`src/invaders_pkg.sv`:
```
// Shared game types, play-field constants and the debouncer state encoding
// for the player side of the invaders game.
package invaders_pkg;

	// Play field.
	localparam int NUM_COLS = 20;

	typedef logic [4:0] col_t; // Column index, 0 to NUM_COLS-1.
	typedef logic [3:0] row_t; // Missile row, 0 is the invader row.
	typedef logic [7:0] score_t;
	typedef logic [NUM_COLS-1:0] alive_t; // Bit i is the invader above column i.

	localparam col_t SHIP_HOME = 5'd5;

	// Missile.
	localparam row_t MISSILE_START_ROW = 4'd14;
	localparam int STEP_CYCLES = 8; // Clocks per row step.

	// Buttons.
	localparam int DEBOUNCE_CYCLES = 4; // Equal samples to accept a level.

	// Debouncer: two stable levels, each with a confirming state in front.
	typedef enum logic [1:0] {
		idle_low,
		wait_high,
		held_high,
		wait_low
	} deb_state_t;

endpackage

```
`src/button_debounce.sv`:
```
// Debouncer for one raw push button, producing a single-cycle press pulse
// once per stable press.
`timescale 1ns/1ps

module button_debounce (
	input  logic clk,
	input  logic reset,
	input  logic btn,
	output logic press
);

	invaders_pkg::deb_state_t state;
	logic [$clog2(invaders_pkg::DEBOUNCE_CYCLES)-1:0] cnt; // Equal samples so far, minus one.
	logic confirmed;

	// Last sample of a full run of equal levels.
	assign confirmed = (cnt == ($bits(cnt))'(invaders_pkg::DEBOUNCE_CYCLES - 1));

	always_ff @(posedge clk) begin
		if (!reset) begin
			state <= invaders_pkg::idle_low;
			cnt   <= '0;
			press <= 1'b0;
		end else begin
			press <= 1'b0;
			case (state)
				invaders_pkg::idle_low: begin
					if (btn) begin
						state <= invaders_pkg::wait_high;
						cnt   <= ($bits(cnt))'(1);
					end
				end
				invaders_pkg::wait_high: begin
					if (!btn) begin
						state <= invaders_pkg::idle_low; // Bounce, start over.
					end else if (confirmed) begin
						state <= invaders_pkg::held_high;
						press <= 1'b1;
					end else begin
						cnt <= cnt + 1'b1;
					end
				end
				invaders_pkg::held_high: begin
					if (!btn) begin
						state <= invaders_pkg::wait_low;
						cnt   <= ($bits(cnt))'(1);
					end
				end
				invaders_pkg::wait_low: begin
					// Release bounce falls back to held, so no second press.
					if (btn) begin
						state <= invaders_pkg::held_high;
					end else if (confirmed) begin
						state <= invaders_pkg::idle_low;
					end else begin
						cnt <= cnt + 1'b1;
					end
				end
				default: state <= invaders_pkg::idle_low;
			endcase
		end
	end

endmodule

```
`src/ship_position.sv`:
```
// Ship column register, stepped by left and right press pulses and held
// inside the play field.
`timescale 1ns/1ps

module ship_position (
	input  logic                clk,
	input  logic                reset,
	input  logic                enable,
	input  logic                left_press,
	input  logic                right_press,
	output invaders_pkg::col_t  ship_x
);

	logic at_left;
	logic at_right;

	assign at_left  = (ship_x == '0);
	assign at_right = (ship_x == invaders_pkg::col_t'(invaders_pkg::NUM_COLS - 1));

	always_ff @(posedge clk) begin
		if (!reset) begin
			ship_x <= invaders_pkg::SHIP_HOME;
		end else if (enable) begin
			// Left has priority when both buttons fire together.
			if (left_press) begin
				if (!at_left) begin
					ship_x <= ship_x - 1'b1;
				end
			end else if (right_press) begin
				if (!at_right) begin
					ship_x <= ship_x + 1'b1;
				end
			end
		end
	end

	ship_in_field: assert property (
		@(posedge clk) disable iff (!reset)
		ship_x < invaders_pkg::NUM_COLS
	) else $error("ship column %0d outside play field", ship_x);

endmodule

```
`src/missile_unit.sv`:
```
// Single player missile: launch from the ship column, timed climb toward
// the invader row and an arrival pulse when it gets there.
`timescale 1ns/1ps

module missile_unit (
	input  logic                clk,
	input  logic                reset,
	input  logic                enable,
	input  logic                fire_press,
	input  invaders_pkg::col_t  ship_x,
	output logic                missile_active,
	output invaders_pkg::row_t  missile_row,
	output invaders_pkg::col_t  missile_col,
	output logic                missile_arrive
);

	logic [$clog2(invaders_pkg::STEP_CYCLES)-1:0] step_timer;
	logic launch;
	logic step;

	assign launch = fire_press && enable && !missile_active;
	assign step   = missile_active && enable &&
	                (step_timer == ($bits(step_timer))'(invaders_pkg::STEP_CYCLES - 1));

	// Control state.
	always_ff @(posedge clk) begin
		if (!reset) begin
			missile_active <= 1'b0;
			missile_arrive <= 1'b0;
			step_timer     <= '0;
		end else begin
			missile_arrive <= 1'b0;
			if (launch) begin
				missile_active <= 1'b1;
				step_timer     <= '0;
			end else if (missile_active && enable) begin
				step_timer <= step_timer + 1'b1; // Wraps at STEP_CYCLES.
				if (step && missile_row == '0) begin
					missile_active <= 1'b0;
					missile_arrive <= 1'b1;
				end
			end
		end
	end

	// Position of the missile in flight.
	always_ff @(posedge clk) begin
		if (launch) begin
			missile_row <= invaders_pkg::MISSILE_START_ROW;
			missile_col <= ship_x; // Column stays fixed for the whole flight.
		end else if (step && missile_row != '0) begin
			missile_row <= missile_row - 1'b1;
		end
	end

	row_in_range: assert property (
		@(posedge clk) disable iff (!reset)
		missile_active |-> (missile_row <= invaders_pkg::MISSILE_START_ROW)
	) else $error("missile row %0d above start row", missile_row);

endmodule

```
`src/hit_tracker.sv`:
```
// Invader alive mask and score, updated from missile arrivals, plus the
// wave-clear flag.
`timescale 1ns/1ps

module hit_tracker (
	input  logic                  clk,
	input  logic                  reset,
	input  logic                  missile_arrive,
	input  invaders_pkg::col_t    missile_col,
	output invaders_pkg::alive_t  invaders_alive,
	output invaders_pkg::score_t  score,
	output logic                  wave_clear
);

	logic hit;

	// Arrival over a dead invader is a miss.
	assign hit = missile_arrive && invaders_alive[missile_col];

	always_ff @(posedge clk) begin
		if (!reset) begin
			invaders_alive <= '1;
			score          <= '0;
		end else if (hit) begin
			invaders_alive[missile_col] <= 1'b0;
			score                       <= score + invaders_pkg::score_t'(1);
		end
	end

	assign wave_clear = (invaders_alive == '0);

	// Score moves only as the result of a missile arrival one clock earlier.
	score_from_arrival: assert property (
		@(posedge clk) disable iff (!reset)
		$changed(score) |-> $past(missile_arrive)
	) else $error("score changed without a missile arrival");

endmodule

```
`src/invaders_core.sv`:
```
// Player-side top level: button debouncers, ship, missile and hit tracking.
`timescale 1ns/1ps

module invaders_core (
	input  logic                  clk,
	input  logic                  reset,
	input  logic                  enable,
	input  logic                  btn_left,
	input  logic                  btn_right,
	input  logic                  btn_fire,
	output invaders_pkg::col_t    ship_x,
	output logic                  missile_active,
	output invaders_pkg::row_t    missile_row,
	output invaders_pkg::col_t    missile_col,
	output invaders_pkg::alive_t  invaders_alive,
	output invaders_pkg::score_t  score,
	output logic                  wave_clear
);

	logic left_press;
	logic right_press;
	logic fire_press;
	logic missile_arrive;

	button_debounce u_deb_left (
		.clk   (clk),
		.reset (reset),
		.btn   (btn_left),
		.press (left_press)
	);

	button_debounce u_deb_right (
		.clk   (clk),
		.reset (reset),
		.btn   (btn_right),
		.press (right_press)
	);

	button_debounce u_deb_fire (
		.clk   (clk),
		.reset (reset),
		.btn   (btn_fire),
		.press (fire_press)
	);

	ship_position u_ship (
		.clk         (clk),
		.reset       (reset),
		.enable      (enable),
		.left_press  (left_press),
		.right_press (right_press),
		.ship_x      (ship_x)
	);

	missile_unit u_missile (
		.clk            (clk),
		.reset          (reset),
		.enable         (enable),
		.fire_press     (fire_press),
		.ship_x         (ship_x),
		.missile_active (missile_active),
		.missile_row    (missile_row),
		.missile_col    (missile_col),
		.missile_arrive (missile_arrive)
	);

	hit_tracker u_hits (
		.clk            (clk),
		.reset          (reset),
		.missile_arrive (missile_arrive),
		.missile_col    (missile_col),
		.invaders_alive (invaders_alive),
		.score          (score),
		.wave_clear     (wave_clear)
	);

endmodule

```
`config.mk`:
```
export PLATFORM = sky130hd
export DESIGN_NAME = invaders_core
export DESIGN_NICKNAME = d
export VERILOG_FILES = /design/src/invaders_pkg.sv /design/src/button_debounce.sv /design/src/ship_position.sv /design/src/missile_unit.sv /design/src/hit_tracker.sv /design/src/invaders_core.sv
export SDC_FILE = /design/constraint.sdc
export NUM_CORES = 1
export LEC_CHECK = 0
export BUFFER_PORTS_ARGS = -buffer_cell sky130_fd_sc_hd__buf_2
export CAP_MARGIN = 10
export CORE_ASPECT_RATIO = 0.75
export CORE_MARGIN = 1
export CORE_UTILIZATION = 50
export DETAILED_ROUTE_END_ITERATION = 6
export GPL_ROUTABILITY_DRIVEN = 0
export PLACE_DENSITY = 0.84
export SLEW_MARGIN = 20
export SYNTH_ARGS = -nofsm -noshare
export SYNTH_HDL_FRONTEND = slang
export SYNTH_HIERARCHICAL = 1
export SYNTH_SLANG_ARGS = --single-unit
```
`constraint.sdc`:
```
create_clock -name clk -period 3 [get_ports clk]
set_clock_uncertainty 0.05 [all_clocks]
set_input_delay 0.15 -clock clk [delete_from_list [all_inputs] [get_ports clk]]
set_output_delay 0.15 -clock clk [all_outputs]
set_load 0.05 [all_outputs]
```
# Yosys cells after proc, flatten, opt, wreduce, memory -nomap -nowiden

Cells that the tools add are included.

Output and inout port bits: 44
Logic and storage cells: 148
Bits of input ports: 6
Bits in registers: 62

Reduce and logical (&&, ||, !) cells: 32
Multiplexer cells: 51
Bitwise gates (word level): 4
Add/sub/neg operators: 8
$lt $le $gt $ge: 2
Eq/ne operators: 34

Operators by type and width:

| kind                                                              | number |
|---|---|
| 2-to-1 mux 2 bit                                                  | 30 |
| case mux 2 bit (4 select lines)                                   | 6 |
| != test 2 bit, second input constant                              | 14 |
| AND reduction 4 bit                                               | 7 |
| bitwise AND 20 bit                                                | 1 |
| zero test 20 bit                                                  | 1 |
| 2-to-1 mux 5 bit                                                  | 4 |
| inverter 20 bit                                                   | 1 |
| equality test 2 bit, second input constant                        | 9 |
| != test 3 x 2 -> 1 bit, second input constant                     | 6 |
| 2-to-1 mux 1 bit                                                  | 9 |
| AND reduction 3 bit                                               | 3 |
| adder 8 x 1 -> 8 bit, second input constant                       | 1 |
| logical AND 1 bit                                                 | 8 |
| adder 2 x 1 -> 2 bit, second input constant                       | 3 |
| equality test 2 x 1 -> 1 bit, second input constant               | 3 |
| zero test 2 bit                                                   | 3 |
| < comparator 5 x 6 -> 1 bit, second input constant                | 1 |
| nonzero test 2 bit                                                | 3 |
| adder 5 x 1 -> 5 bit, second input constant                       | 1 |
| binary-select mux 1 bit (select 5 bit)                            | 1 |
| demux 1 bit (select 5 bit)                                        | 1 |
| equality test 5 bit, second input constant                        | 1 |
| greater-or-equal comparator 5 x 1 -> 1 bit, second input constant | 1 |
| 12 further kinds                                                  | 13 |

# Depth between registers and ports, before layout

Gate-level depths: netlist (run 1).

Depth after elaboration: 6
Gate-level depth with buffers: 8
Depth with buffers taken out: 5

# Hierarchy

Netlist (run 1), hierarchy kept.

By module, submodules not included:

| module          | cells each | sequential area each (um2) | area an instance (um2) | instances |
|---|---|---|---|---|
| hit_tracker     | 180        | 560.5                      | 1552.7                 | 1 |
| button_debounce | 21         | 100.1                      | 200.2                  | 3 |
| missile_unit    | 49         | 330.3                      | 570.5                  | 1 |
| ship_position   | 39         | 100.1                      | 382.9                  | 1 |

# Worst setup path before layout (run 1)

Ideal clock, no wire load.

Path kind: flip-flop to flip-flop
From: register u_missile.missile_col[3]
To: register u_hits.invaders_alive[15]
Slack: 0.511 ns
Data required time: 2.820 ns
Path buffers: 2
Clock period less this slack: 2.489 ns
Library setup time: 0.130 ns
Arrival time: 2.308 ns
Stages on the path, launching flop included: 8
Path through: edfxtp_1 -> buf_2 -> or3b_4 -> o221ai_2 -> a22oi_4 -> buf_6 -> a2111oi_0 -> o21ai_1

Cells in the longest elaborated chain, start to end: 6
Elaborated cells between the ends (all ways): 10
Those cells by class: order compare: 2; mux: 4; bitwise: 2; reduce/logical: 2

RTL lines:

| item                                                                                                                   | RTL line           | RTL |
|---|---|---|
| start: declaration                                                                                                     | missile_unit.sv:13 | `output invaders_pkg::col_t missile_col,` |
| start signal: assignment                                                                                               | missile_unit.sv:50 | `missile_col <= ship_x;` |
| < comparator 5 x 6 -> 1 bit (implied by the code) / greater-or-equal comparator 5 x 1 -> 1 bit (equally long branches) | hit_tracker.sv:25  | `invaders_alive[missile_col] <= 1'b0;` |
| logical AND 1 bit (implied by the code)                                                                                | hit_tracker.sv:25  |  |
| 2-to-1 mux 1 bit (implied by the code)                                                                                 | hit_tracker.sv:25  |  |
| demux 1 bit (select 5 bit)                                                                                             | n/a                |  |
| inverter 20 bit (no source line)                                                                                       | n/a                |  |
| bitwise AND 20 bit (no source line)                                                                                    | n/a                |  |
| end signal: assignment                                                                                                 | hit_tracker.sv:22  | `invaders_alive <= '1;` |
| end signal: indexed assignment                                                                                         | hit_tracker.sv:25  |  |
| end: declaration                                                                                                       | hit_tracker.sv:10  | `output invaders_pkg::alive_t invaders_alive,` |

Parallel ways exist; a longest one is shown, timed or not. The select of a mux whose other input is x is not followed.
A chain may end at the register's enable or synchronous reset.

# Worst setup path after layout (run 1)

From: register u_missile.missile_col[0]
To: register u_hits.score[2]

Cells in the longest elaborated chain, start to end: 3

RTL lines:

| item                                   | RTL line          | RTL |
|---|---|---|
| binary-select mux 1 bit (select 5 bit) | hit_tracker.sv:18 | `assign hit = missile_arrive && invaders_alive[missile_col];` |
| 2-to-1 mux 1 bit (implied by the code) | hit_tracker.sv:18 |  |
| logical AND 1 bit                      | hit_tracker.sv:18 |  |
| end signal: assignment                 | hit_tracker.sv:26 | `score <= score + invaders_pkg::score_t'(1);` |
| end: declaration                       | hit_tracker.sv:11 | `output invaders_pkg::score_t score,` |

No other way between the ends. The select of a mux whose other input is x is not followed.

==> impl_metrics.json, run 1 <==
{
  "overflow": 0,
  "yosysTopAreaCell": "dfxtp_1",
  "postRouteAntennaNets": 0,
  "die_area_sq_um": 6540,
  "grt_max_degree": 59,
  "critPathRequiredTime_ps": 3230,
  "async_flop_share_pct": 0,
  "register_area_sq_um": 1290,
  "hold_viol_final": 0,
  "syn_to_final_growth_pct": 16.2,
  "fmax_mhz": 394,
  "slew_viol_final": 0,
  "via_count": 2739,
  "synth_cell_type_count": 57,
  "crit_chain": "mux4_2, nand2b_1, inv_1, o211ai_1, mux2i_1",
  "finalCritPeriodShare_pct": 84.6,
  "crit_path_top_delay_cell": "edfxtp_1",
  "reg2reg_from": "u_missile/missile_col[0]",
  "grt_pass1_vias": 2511,
  "layout_min_cycle_time_ps": 2540,
  "reg2regPathDepth": 5,
  "power_density_nw_per_um2": 451,
  "min_from": "enable",
  "synth-compound-area-share_pct": 21.9,
  "clock_sinks": 62,
  "path_delay_family": "multiplexers",
  "syn_area_sq_um": 3110,
  "synth-simple-area-share_pct": 19.2,
  "totalPowerFinal_mw": 1.63,
  "cts_tree": "built",
  "synth_seq_cells": 62,
  "path_class": "flop to flop",
  "grt_pass1_wl_um": 11800,
  "die_w_um": 93.0,
  "ys.flop_type": "dfxtp_1",
  "synth_warnings": 6,
  "row_count": 24,
  "yosys.cell_count.top_type": "dfxtp_1",
  "clock_latency_ps": 350,
  "cts_made_buffers": 9,
  "r2r_slack_ps": 460,
  "die_y_um": 70.3,
  "tightest_slew_ps": 920,
  "path_max_fanout": 20,
  "ys_seq_area_share_pct": 41.6,
  "synth_top_family_by_area": "compound AO/OA/AOI/OAI gates",
  "critPathLaunchType": "flop",
  "dp_hpwl_um": 4980,
  "rsz0062_at_grt": "no",
  "final_nets": 398,
  "initial_core_util_pct": 52.5,
  "cts-root-buf": "clkbuf_8",
  "setup_tns_ps": 0,
  "antenna_cells": 0,
  "p_leak_nw": 1.54,
  "io_pins": 50,
  "crit_path_end_kind": "flop",
  "hold_path.class": "input port to flop",
  "dr.pass1.iters": 5,
  "post_cts.repair.setup_buffers": 0,
  "drt-total-wl_um": 7180,
  "synth_top_area_share_pct": 36.7,
  "finalSetupViolations": 0,
  "n_fill_cell": 521,
  "avgSynthCellArea_sq_um": 9.39,
  "synth_commonest_cells": "dfxtp_1 (57), inv_1 (28), o21ai_1 (26)",
  "core_sq_um": 5920,
  "syn_inst": 331,
  "muxShareOfSynthArea_pct": 5.72,
  "clkSlewWorstSetupHoldPaths_ps": 70,
  "synth_nets": 348,
  "path_buf_inv": 1,
  "drt_iter0_markers": 248,
  "drc": 0,
  "io_buffers": 49,
  "multi_input_comb_area_sq_um": 1640,
  "final_layout_size_suffix_gt1_share_pct": 22.0,
  "critPathMaxStageDelay_ps": 640,
  "crit_arrival_ps": 2760,
  "r2r_end": "u_hits/score[2]",
  "synth_edf_count": 5,
  "cp_num_cells": 5,
  "status": "complete, no violations",
  "max_slew_margin_pct": 38.7,
  "cap_viol_max_count": 0,
  "cts_max_level": 3,
  "synth_xor_area_share_pct": 1.41,
  "clk_path_buf_depth": 2,
  "synth_area_leaders": "dfxtp_1 (37%), a2111oi_0 (5.1%), edfxtp_1 (4.8%), o21ai_1 (4.2%), ha_1 (4.0%)",
  "synthAdderAreaFrac_pct": 4.67,
  "grt_usage_pct": 23.1,
  "wl_per_cell_um": 15.5,
  "vias_per_cell": 5.90,
  "ir_drop_v": 0.000359,
  "hold_depth": 3,
  "min_to": "u_missile/step_timer[0]",
  "antenna_found_initial": 0,
  "whs_ps": 110
}
state kept, by name, summed over array words and instances, names as in the netlist, 2 cells and up, named ones only:
register / count
u_hits/invaders_alive: 20
u_hits/score: 8
u_missile/missile_col: 5
u_ship/ship_x: 5
u_missile/missile_row: 4
u_missile/step_timer: 3
u_deb_fire/cnt: 2
u_deb_left/cnt: 2
u_deb_right/cnt: 2
cell families after synthesis:
family,count (synthesis)
DFF,62
buffers and inverters,41
xor gates and xnor gates,5
muxes,15
AOI/OAI and AO/OA,93
adders and majority gates,11
and+or+nand+nor,104
timing repair:
item / in CTS / in global routing
gates resized for setup: 0 / 0
endpoints found under the hold margin: 3 / 0
hold buffers: 3 / 0
area by class of cell:
type	count	share of cell area [%]
inverters	28	2.91
well taps	78	2.70
multi-input cells	228	45.5
clock inverters	7	2.04
clock buffers	9	3.43
flip-flops and latches	62	35.8
repair buffers	52	7.62
worst reg2reg max path, cell delays in order, from the launching register on:
cell      delay [ps]
edfxtp_1         640
mux4_2           630
nand2b_1         530
inv_1            180
o211ai_1         250
mux2i_1          200
worst max-delay path by stage:
stage | startpoint | to | slack, ps
after floorplan | u_missile/missile_col[3] | u_hits/invaders_alive[15] | 510
after global placement | u_missile/missile_col[0] | u_hits/score[2] | 640
after detailed placement | u_missile/missile_col[0] | u_hits/score[2] | 570
after CTS | u_missile/missile_col[0] | u_hits/score[2] | 530
after global routing | u_missile/missile_col[0] | u_hits/score[6] | 340
final | u_missile/missile_col[0] | u_hits/score[2] | 460
power breakdown:
| part | internal (mW) | switching [mW] | leakage, nW | total (mW) |
|---|---|---|---|---|
| sequential | 0.840 | 0.00693 | 0.514 | 0.847 |
| combinational | 0.0201 | 0.0332 | 0.936 | 0.0533 |
| clock | 0.384 | 0.343 | 0.0895 | 0.727 |
placed cells by master, fill, tap and decap left out, types with 8 or more instances in the layout:
cell / netlist / final
a2111oi_0: 18 / 18
a21oi_1: 11 / 11
buf_2: 2 / 49
clkbuf_8: 0 / 9
dfxtp_1: 57 / 57
ha_1: 10 / 10
inv_1: 28 / 28
mux2i_1: 11 / 11
nand2_1: 24 / 24
nand2b_1: 10 / 10
nand3_1: 23 / 23
nor2_1: 8 / 8
o21ai_1: 26 / 26
metal layers:
layer | vias to the layer above | share of wire (%) | global-route usage, %
li1 | 1323 | - | -
met1 | 1297 | 45 | 29.9
met3 | 9 | 7.5 | 8.17
met5 | - | 0 | 0
met4 | 0 | 0.99 | 7.35
met2 | 110 | 47 | 36.0
stage by stage:
stage / util, % / instances / setup WS [ps] / cell area (sq um)
global placement: 57.2 / 445 / 642 / 3380
global route: 61.0 / 464 / 335 / 3610
finish: 61.0 / 464 / 462 / 3610
CTS: 61.0 / 464 / 532 / 3610
detailed placement: 57.2 / 445 / 574 / 3380
floorplan: - / 331 / 511 / 3110
(Power assumes the default switching activity.)
==> run 2: changes to the inputs <==
clock period = 2.6 ns   (was 3 ns; I/O delays follow)
==> run 2 against run 1 <==
Compared with the run above:
- clock power rose by 22%
- non-clock buffer count rose by 4
- cell area rose by 1.2%
- highest routed layer unchanged
- critical path depth did not move
- die area did not move
- largest power group unchanged
- sequential share of layout area fell by 0.42 points
- worst setup slack got worse by 230 ps
- count of clock-buffer cells in the layout rose by 4
- critical path type unchanged
- first-iteration DRC count fell by 26%
- worst hold slack improved by 31 ps
- utilization rose by 0.72 points
- total power rose by 18%
==> impl_metrics.json, run 2 (synthesis results as in run 1) <==
{
  "dr.pass1.iters": 5,
  "row_count": 24,
  "fmax_mhz": 422,
  "layout_min_cycle_time_ps": 2370,
  "layout_common_cells": "dfxtp_1 (57), buf_2 (49), inv_1 (28), o21ai_1 (26), nand2_1 (24)",
  "r2r_slack_ps": 230,
  "path_class": "flop to flop",
  "min_to": "u_missile/step_timer[0]",
  "final_layout_size_suffix_gt1_share_pct": 22.6,
  "crit_arrival_ps": 2530,
  "antenna_cells": 0,
  "cts-root-buf": "clkbuf_8",
  "final_nets": 402,
  "wl_per_cell_um": 15.7,
  "highest_layer": "met4",
  "cts_tree": "built",
  "reg.largest.list": "u_hits/invaders_alive x20, u_hits/score x8",
  "initial_core_util_pct": 52.5,
  "register_area_sq_um": 1290,
  "io_pins": 50,
  "n_fill_cell": 520,
  "die_w_um": 93.0,
  "wl_met1_um": 3380,
  "finalSetupViolations": 0,
  "largest_reg_flops": 20,
  "power_density_nw_per_um2": 527,
  "critPathRequiredTime_ps": 2760,
  "cap_viol_max_count": 0,
  "dp_hpwl_um": 5240,
  "post_cts.repair.setup_buffers": 0,
  "clock_latency_ps": 340,
  "clk_path_buf_depth": 2,
  "vias_per_cell": 5.81,
  "hold_depth": 3,
  "hold_path.class": "input port to flop",
  "min_from": "enable",
  "syn_to_final_growth_pct": 17.6,
  "layout.cells.most_common": "dfxtp_1",
  "antenna_found_initial": 0,
  "grt_pass1_vias": 2555,
  "clock_sinks": 62,
  "ir_drop_v": 0.000398,
  "io_buffers": 49,
  "r2r_end": "u_hits/invaders_alive[1]",
  "overflow": 0,
  "post-route-util_pct": 61.8,
  "wl_met3_um": 420,
  "setup_tns_ps": 0,
  "drc": 0,
  "crit_path_end_kind": "flop",
  "tightest_slew_ps": 668,
  "path_max_fanout": 19,
  "via_count": 2720,
  "slew_viol_final": 0,
  "reg2reg_from": "u_missile/missile_col[3]",
  "wl_met2_um": 3370,
  "cts_max_level": 3,
  "status": "complete, no violations",
  "max_slew_margin_pct": 55.2,
  "cts_made_buffers": 9,
  "grt_max_degree": 41,
  "drt_iter0_markers": 183,
  "drt-total-wl_um": 7350,
  "cts_hold_buf": 3,
  "critPathLaunchType": "flop",
  "hold_viol_final": 0,
  "clkSlewWorstSetupHoldPaths_ps": 60,
  "die_y_um": 70.3,
  "multi_input_comb_area_sq_um": 1640,
  "cts-resized-gates": 0,
  "die_area_sq_um": 6540,
  "core_sq_um": 5920,
  "grt_pass1_wl_um": 12100,
  "rsz0062_at_grt": "no",
  "grt_usage_pct": 23.8,
  "p_leak_nw": 1.58,
  "reg2regPathDepth": 5,
  "regMostFlops": "u_hits/invaders_alive",
  "postRouteAntennaNets": 0,
  "finalCritPeriodShare_pct": 91.1
}
[run 2: changes by cell type in the layout (fill, tap and decap cells not counted), sizes merged]
| cell | before | now |
|---|---|---|
| buf | 49 | 53 |
| clkbuf | 9 | 13 |
| inv | 29 | 28 |
| clkinvlp | 3 | 0 |
[run 2: critical path, cell delays in order, from the launching register on]
cell and delay, ps:
edfxtp_1 500, or3b_4 470, o221ai_2 330, a22oi_4 220, a2111oi_0 570, o21ai_1 110
[run 2: per-layer routing]
layer,vias up,track usage [%]
met4,0,10.6
met3,24,7.08
li1,1336,-
met1,1269,29.4
met5,-,0
met2,91,38.3
[run 2: worst max path at each step]
stage,cells past startpoint,start,slack [ps],endpoint
after floorplan,7,u_missile/missile_col[3],110,u_hits/invaders_alive[15]
after global placement,5,u_missile/missile_col[3],330,u_hits/invaders_alive[9]
after detailed placement,5,u_missile/missile_col[3],270,u_hits/invaders_alive[3]
after CTS,5,u_missile/missile_col[3],270,u_hits/invaders_alive[10]
after global routing,5,u_missile/missile_col[3],100,u_hits/invaders_alive[10]
final,5,u_missile/missile_col[3],230,u_hits/invaders_alive[1]
[run 2: through the flow]
step,hold slack [ps],worst slack [ps],power (mW),cells,cell area (sq um)
floorplan,152,111,1.03,331,3110
global placement,333,328,1.05,449,3410
detailed placement,345,271,1.06,449,3410
CTS,122,267,1.95,468,3650
global route,142,96.2,2.00,468,3650
finish,141,230,1.92,468,3650
[run 2: where the power goes]
part | switching (mW) | total [mW] | internal, mW
sequential | 0.00808 | 0.978 | 0.970
clock | 0.360 | 0.884 | 0.524
combinational | 0.0382 | 0.0619 | 0.0237
[run 2: cell type report]
type	instances	area share, %
Clock buffer	13	4.66
Clock inverter	3	1.10
Inverter	28	2.88
Multi-Input combinational cell	228	45.0
Sequential cell	62	35.3
Tap cell	78	2.67
Timing Repair Buffer	56	8.36
==> run 3: changes to the inputs <==
CTS_BUF_LIST = sky130_fd_sc_hd__clkbuf_4 sky130_fd_sc_hd__clkbuf_8 sky130_fd_sc_hd__clkbuf_16   (was not set)
==> run 3 against run 2 <==
Compared with the run above:
- sequential share of layout area down 0.072 points
- fmax fell by 0.18%
- sequential cell count stayed put
- non-clock buffer count is the same
- worst setup slack lost 4.2 ps
- register-to-register slack about the same
- cell count unchanged
- critical path depth stayed put
- wire length down 0.30%
- sequential power barely moved
==> impl_metrics.json, run 3 (synthesis results as in run 1) <==
{
  "drc": 0,
  "final_nets": 402,
  "crit_path_end_kind": "flop",
  "max_slew_margin_pct": 55.1,
  "regMostFlops": "u_hits/invaders_alive",
  "clk_path_buf_depth": 2,
  "layout_common_cells": "dfxtp_1 (57), buf_2 (49), inv_1 (28), o21ai_1 (26), nand2_1 (24)",
  "cts-root-buf": "clkbuf_8",
  "setup_tns_ps": 0,
  "layout.cells.most_common": "dfxtp_1",
  "status": "complete, no violations",
  "r2r_slack_ps": 230,
  "critPathLaunch": "u_missile/missile_col[3]",
  "tightest_slew_ps": 668,
  "hold_path.class": "input port to flop",
  "path_buf_inv": 0,
  "postRouteAntennaNets": 0,
  "crit_chain": "or3b_4, o221ai_2, a22oi_4, a2111oi_0, o21ai_1",
  "finalSetupViolations": 0,
  "die_y_um": 70.3,
  "final_area_sq_um": 3660,
  "io_buffers": 49,
  "antenna_cells": 0,
  "final_layout_size_suffix_gt1_share_pct": 23.1,
  "grt_usage_pct": 23.8,
  "largest_reg_flops": 20,
  "dp_hpwl_um": 5240,
  "crit_path_top_delay_cell": "a2111oi_0",
  "vias_per_cell": 5.81,
  "syn_to_final_growth_pct": 17.8,
  "reg.largest.list": "u_hits/invaders_alive x20, u_hits/score x8",
  "postPlaceCellArea_sq_um": 3410,
  "power_density_nw_per_um2": 531,
  "drt-total-wl_um": 7320,
  "critPathRequiredTime_ps": 2770,
  "clock_latency_ps": 340,
  "grt_pass1_vias": 2555,
  "path_delay_family": "compound AO/OA/AOI/OAI gates",
  "die_w_um": 93.0,
  "clkSlewWorstSetupHoldPaths_ps": 60,
  "hold_depth": 3,
  "min_from": "enable",
  "reg2reg_from": "u_missile/missile_col[3]",
  "row_count": 24,
  "drt_iter0_markers": 183,
  "critPathLaunchType": "flop",
  "clock_sinks": 62,
  "finalCritPeriodShare_pct": 91.3,
  "critPathMaxStageDelay_ps": 570,
  "path_class": "flop to flop",
  "cts_tree": "built",
  "p_leak_nw": 1.58,
  "antenna_found_initial": 0,
  "crit_arrival_ps": 2540,
  "layout_min_cycle_time_ps": 2370,
  "wl_per_cell_um": 15.6,
  "dr.pass1.iters": 5,
  "cts_max_level": 3,
  "initial_core_util_pct": 52.5,
  "reg2regPathDepth": 5,
  "grt_pass1_wl_um": 12100,
  "slew_viol_final": 0,
  "fmax_mhz": 421,
  "core_sq_um": 5920,
  "die_area_sq_um": 6540,
  "r2r_end": "u_hits/invaders_alive[1]",
  "rsz0062_at_grt": "no",
  "io_pins": 50,
  "cts_made_buffers": 9,
  "via_count": 2721,
  "path_max_fanout": 19,
  "grt_max_degree": 41,
  "ir_drop_v": 0.000398,
  "cap_viol_max_count": 0,
  "overflow": 0,
  "cts-resized-gates": 0,
  "min_to": "u_missile/step_timer[0]",
  "hold_viol_final": 0
}
==> run 3: cell types whose count changed in the layout (fill, tap and decap cells not counted) <==
| cell | previous run | this run |
|---|---|---|
| clkbuf_1 | 2 | 0 |
| clkbuf_4 | 0 | 2 |
==> run 3: worst register-to-register path, stage by stage (launching register included) <==
cell,delay [ps]
edfxtp_1,500
or3b_4,470
o221ai_2,330
a22oi_4,220
a2111oi_0,570
o21ai_1,110
==> run 3: metal layers <==
layer / vias up / GRT usage [%] / part of all wire (%)
li1: 1336 / - / -
met1: 1271 / 29.4 / 46
met2: 92 / 38.3 / 46
met3: 22 / 7.08 / 5.7
met4: 0 / 10.6 / 2.4
met5: - / 0 / 0
==> run 3: how the worst max path moves through the flow <==
stage	slack [ps]	cells past startpoint	end
finish	230	5	u_hits/invaders_alive[1]
global route	100	5	u_hits/invaders_alive[10]
CTS	270	5	u_hits/invaders_alive[10]
detailed placement	270	5	u_hits/invaders_alive[3]
global placement	330	5	u_hits/invaders_alive[9]
floorplan	110	7	u_hits/invaders_alive[15]
==> run 3: report_power, final <==
group | switching [mW] | internal, mW | total [mW] | leakage (nW)
combinational | 0.0382 | 0.0237 | 0.0618 | 0.955
sequential | 0.00808 | 0.970 | 0.978 | 0.514
clock | 0.360 | 0.545 | 0.905 | 0.115
total | 0.406 | 1.54 | 1.94 | 1.58
==> run 3: through the flow <==
step | setup slack, ps | power, mW | util, % | hold WS [ps] | cells
floorplan | 111 | 1.03 | - | 152 | 331
global placement | 328 | 1.05 | 57.7 | 333 | 449
finish | 226 | 1.94 | 61.9 | 141 | 468
CTS | 267 | 1.97 | 61.9 | 122 | 468
detailed placement | 271 | 1.06 | 57.7 | 345 | 449
global route | 96.2 | 2.02 | 61.9 | 142 | 468
==> run 3: repair_timing <==
action                    CTS  global route
buffers inserted            0             0
hold buffers                3             0
hold endpoints to repair    3             0
==> run 3: final cells by class <==
class	instances	area (sq um)
sequential	62	1290
clock inverter	3	40.0
fill	520	2250
tap	78	97.6
inverter	28	105
timing repair buffer	56	305
multi-input combinational	228	1640
clock buffer	13	178
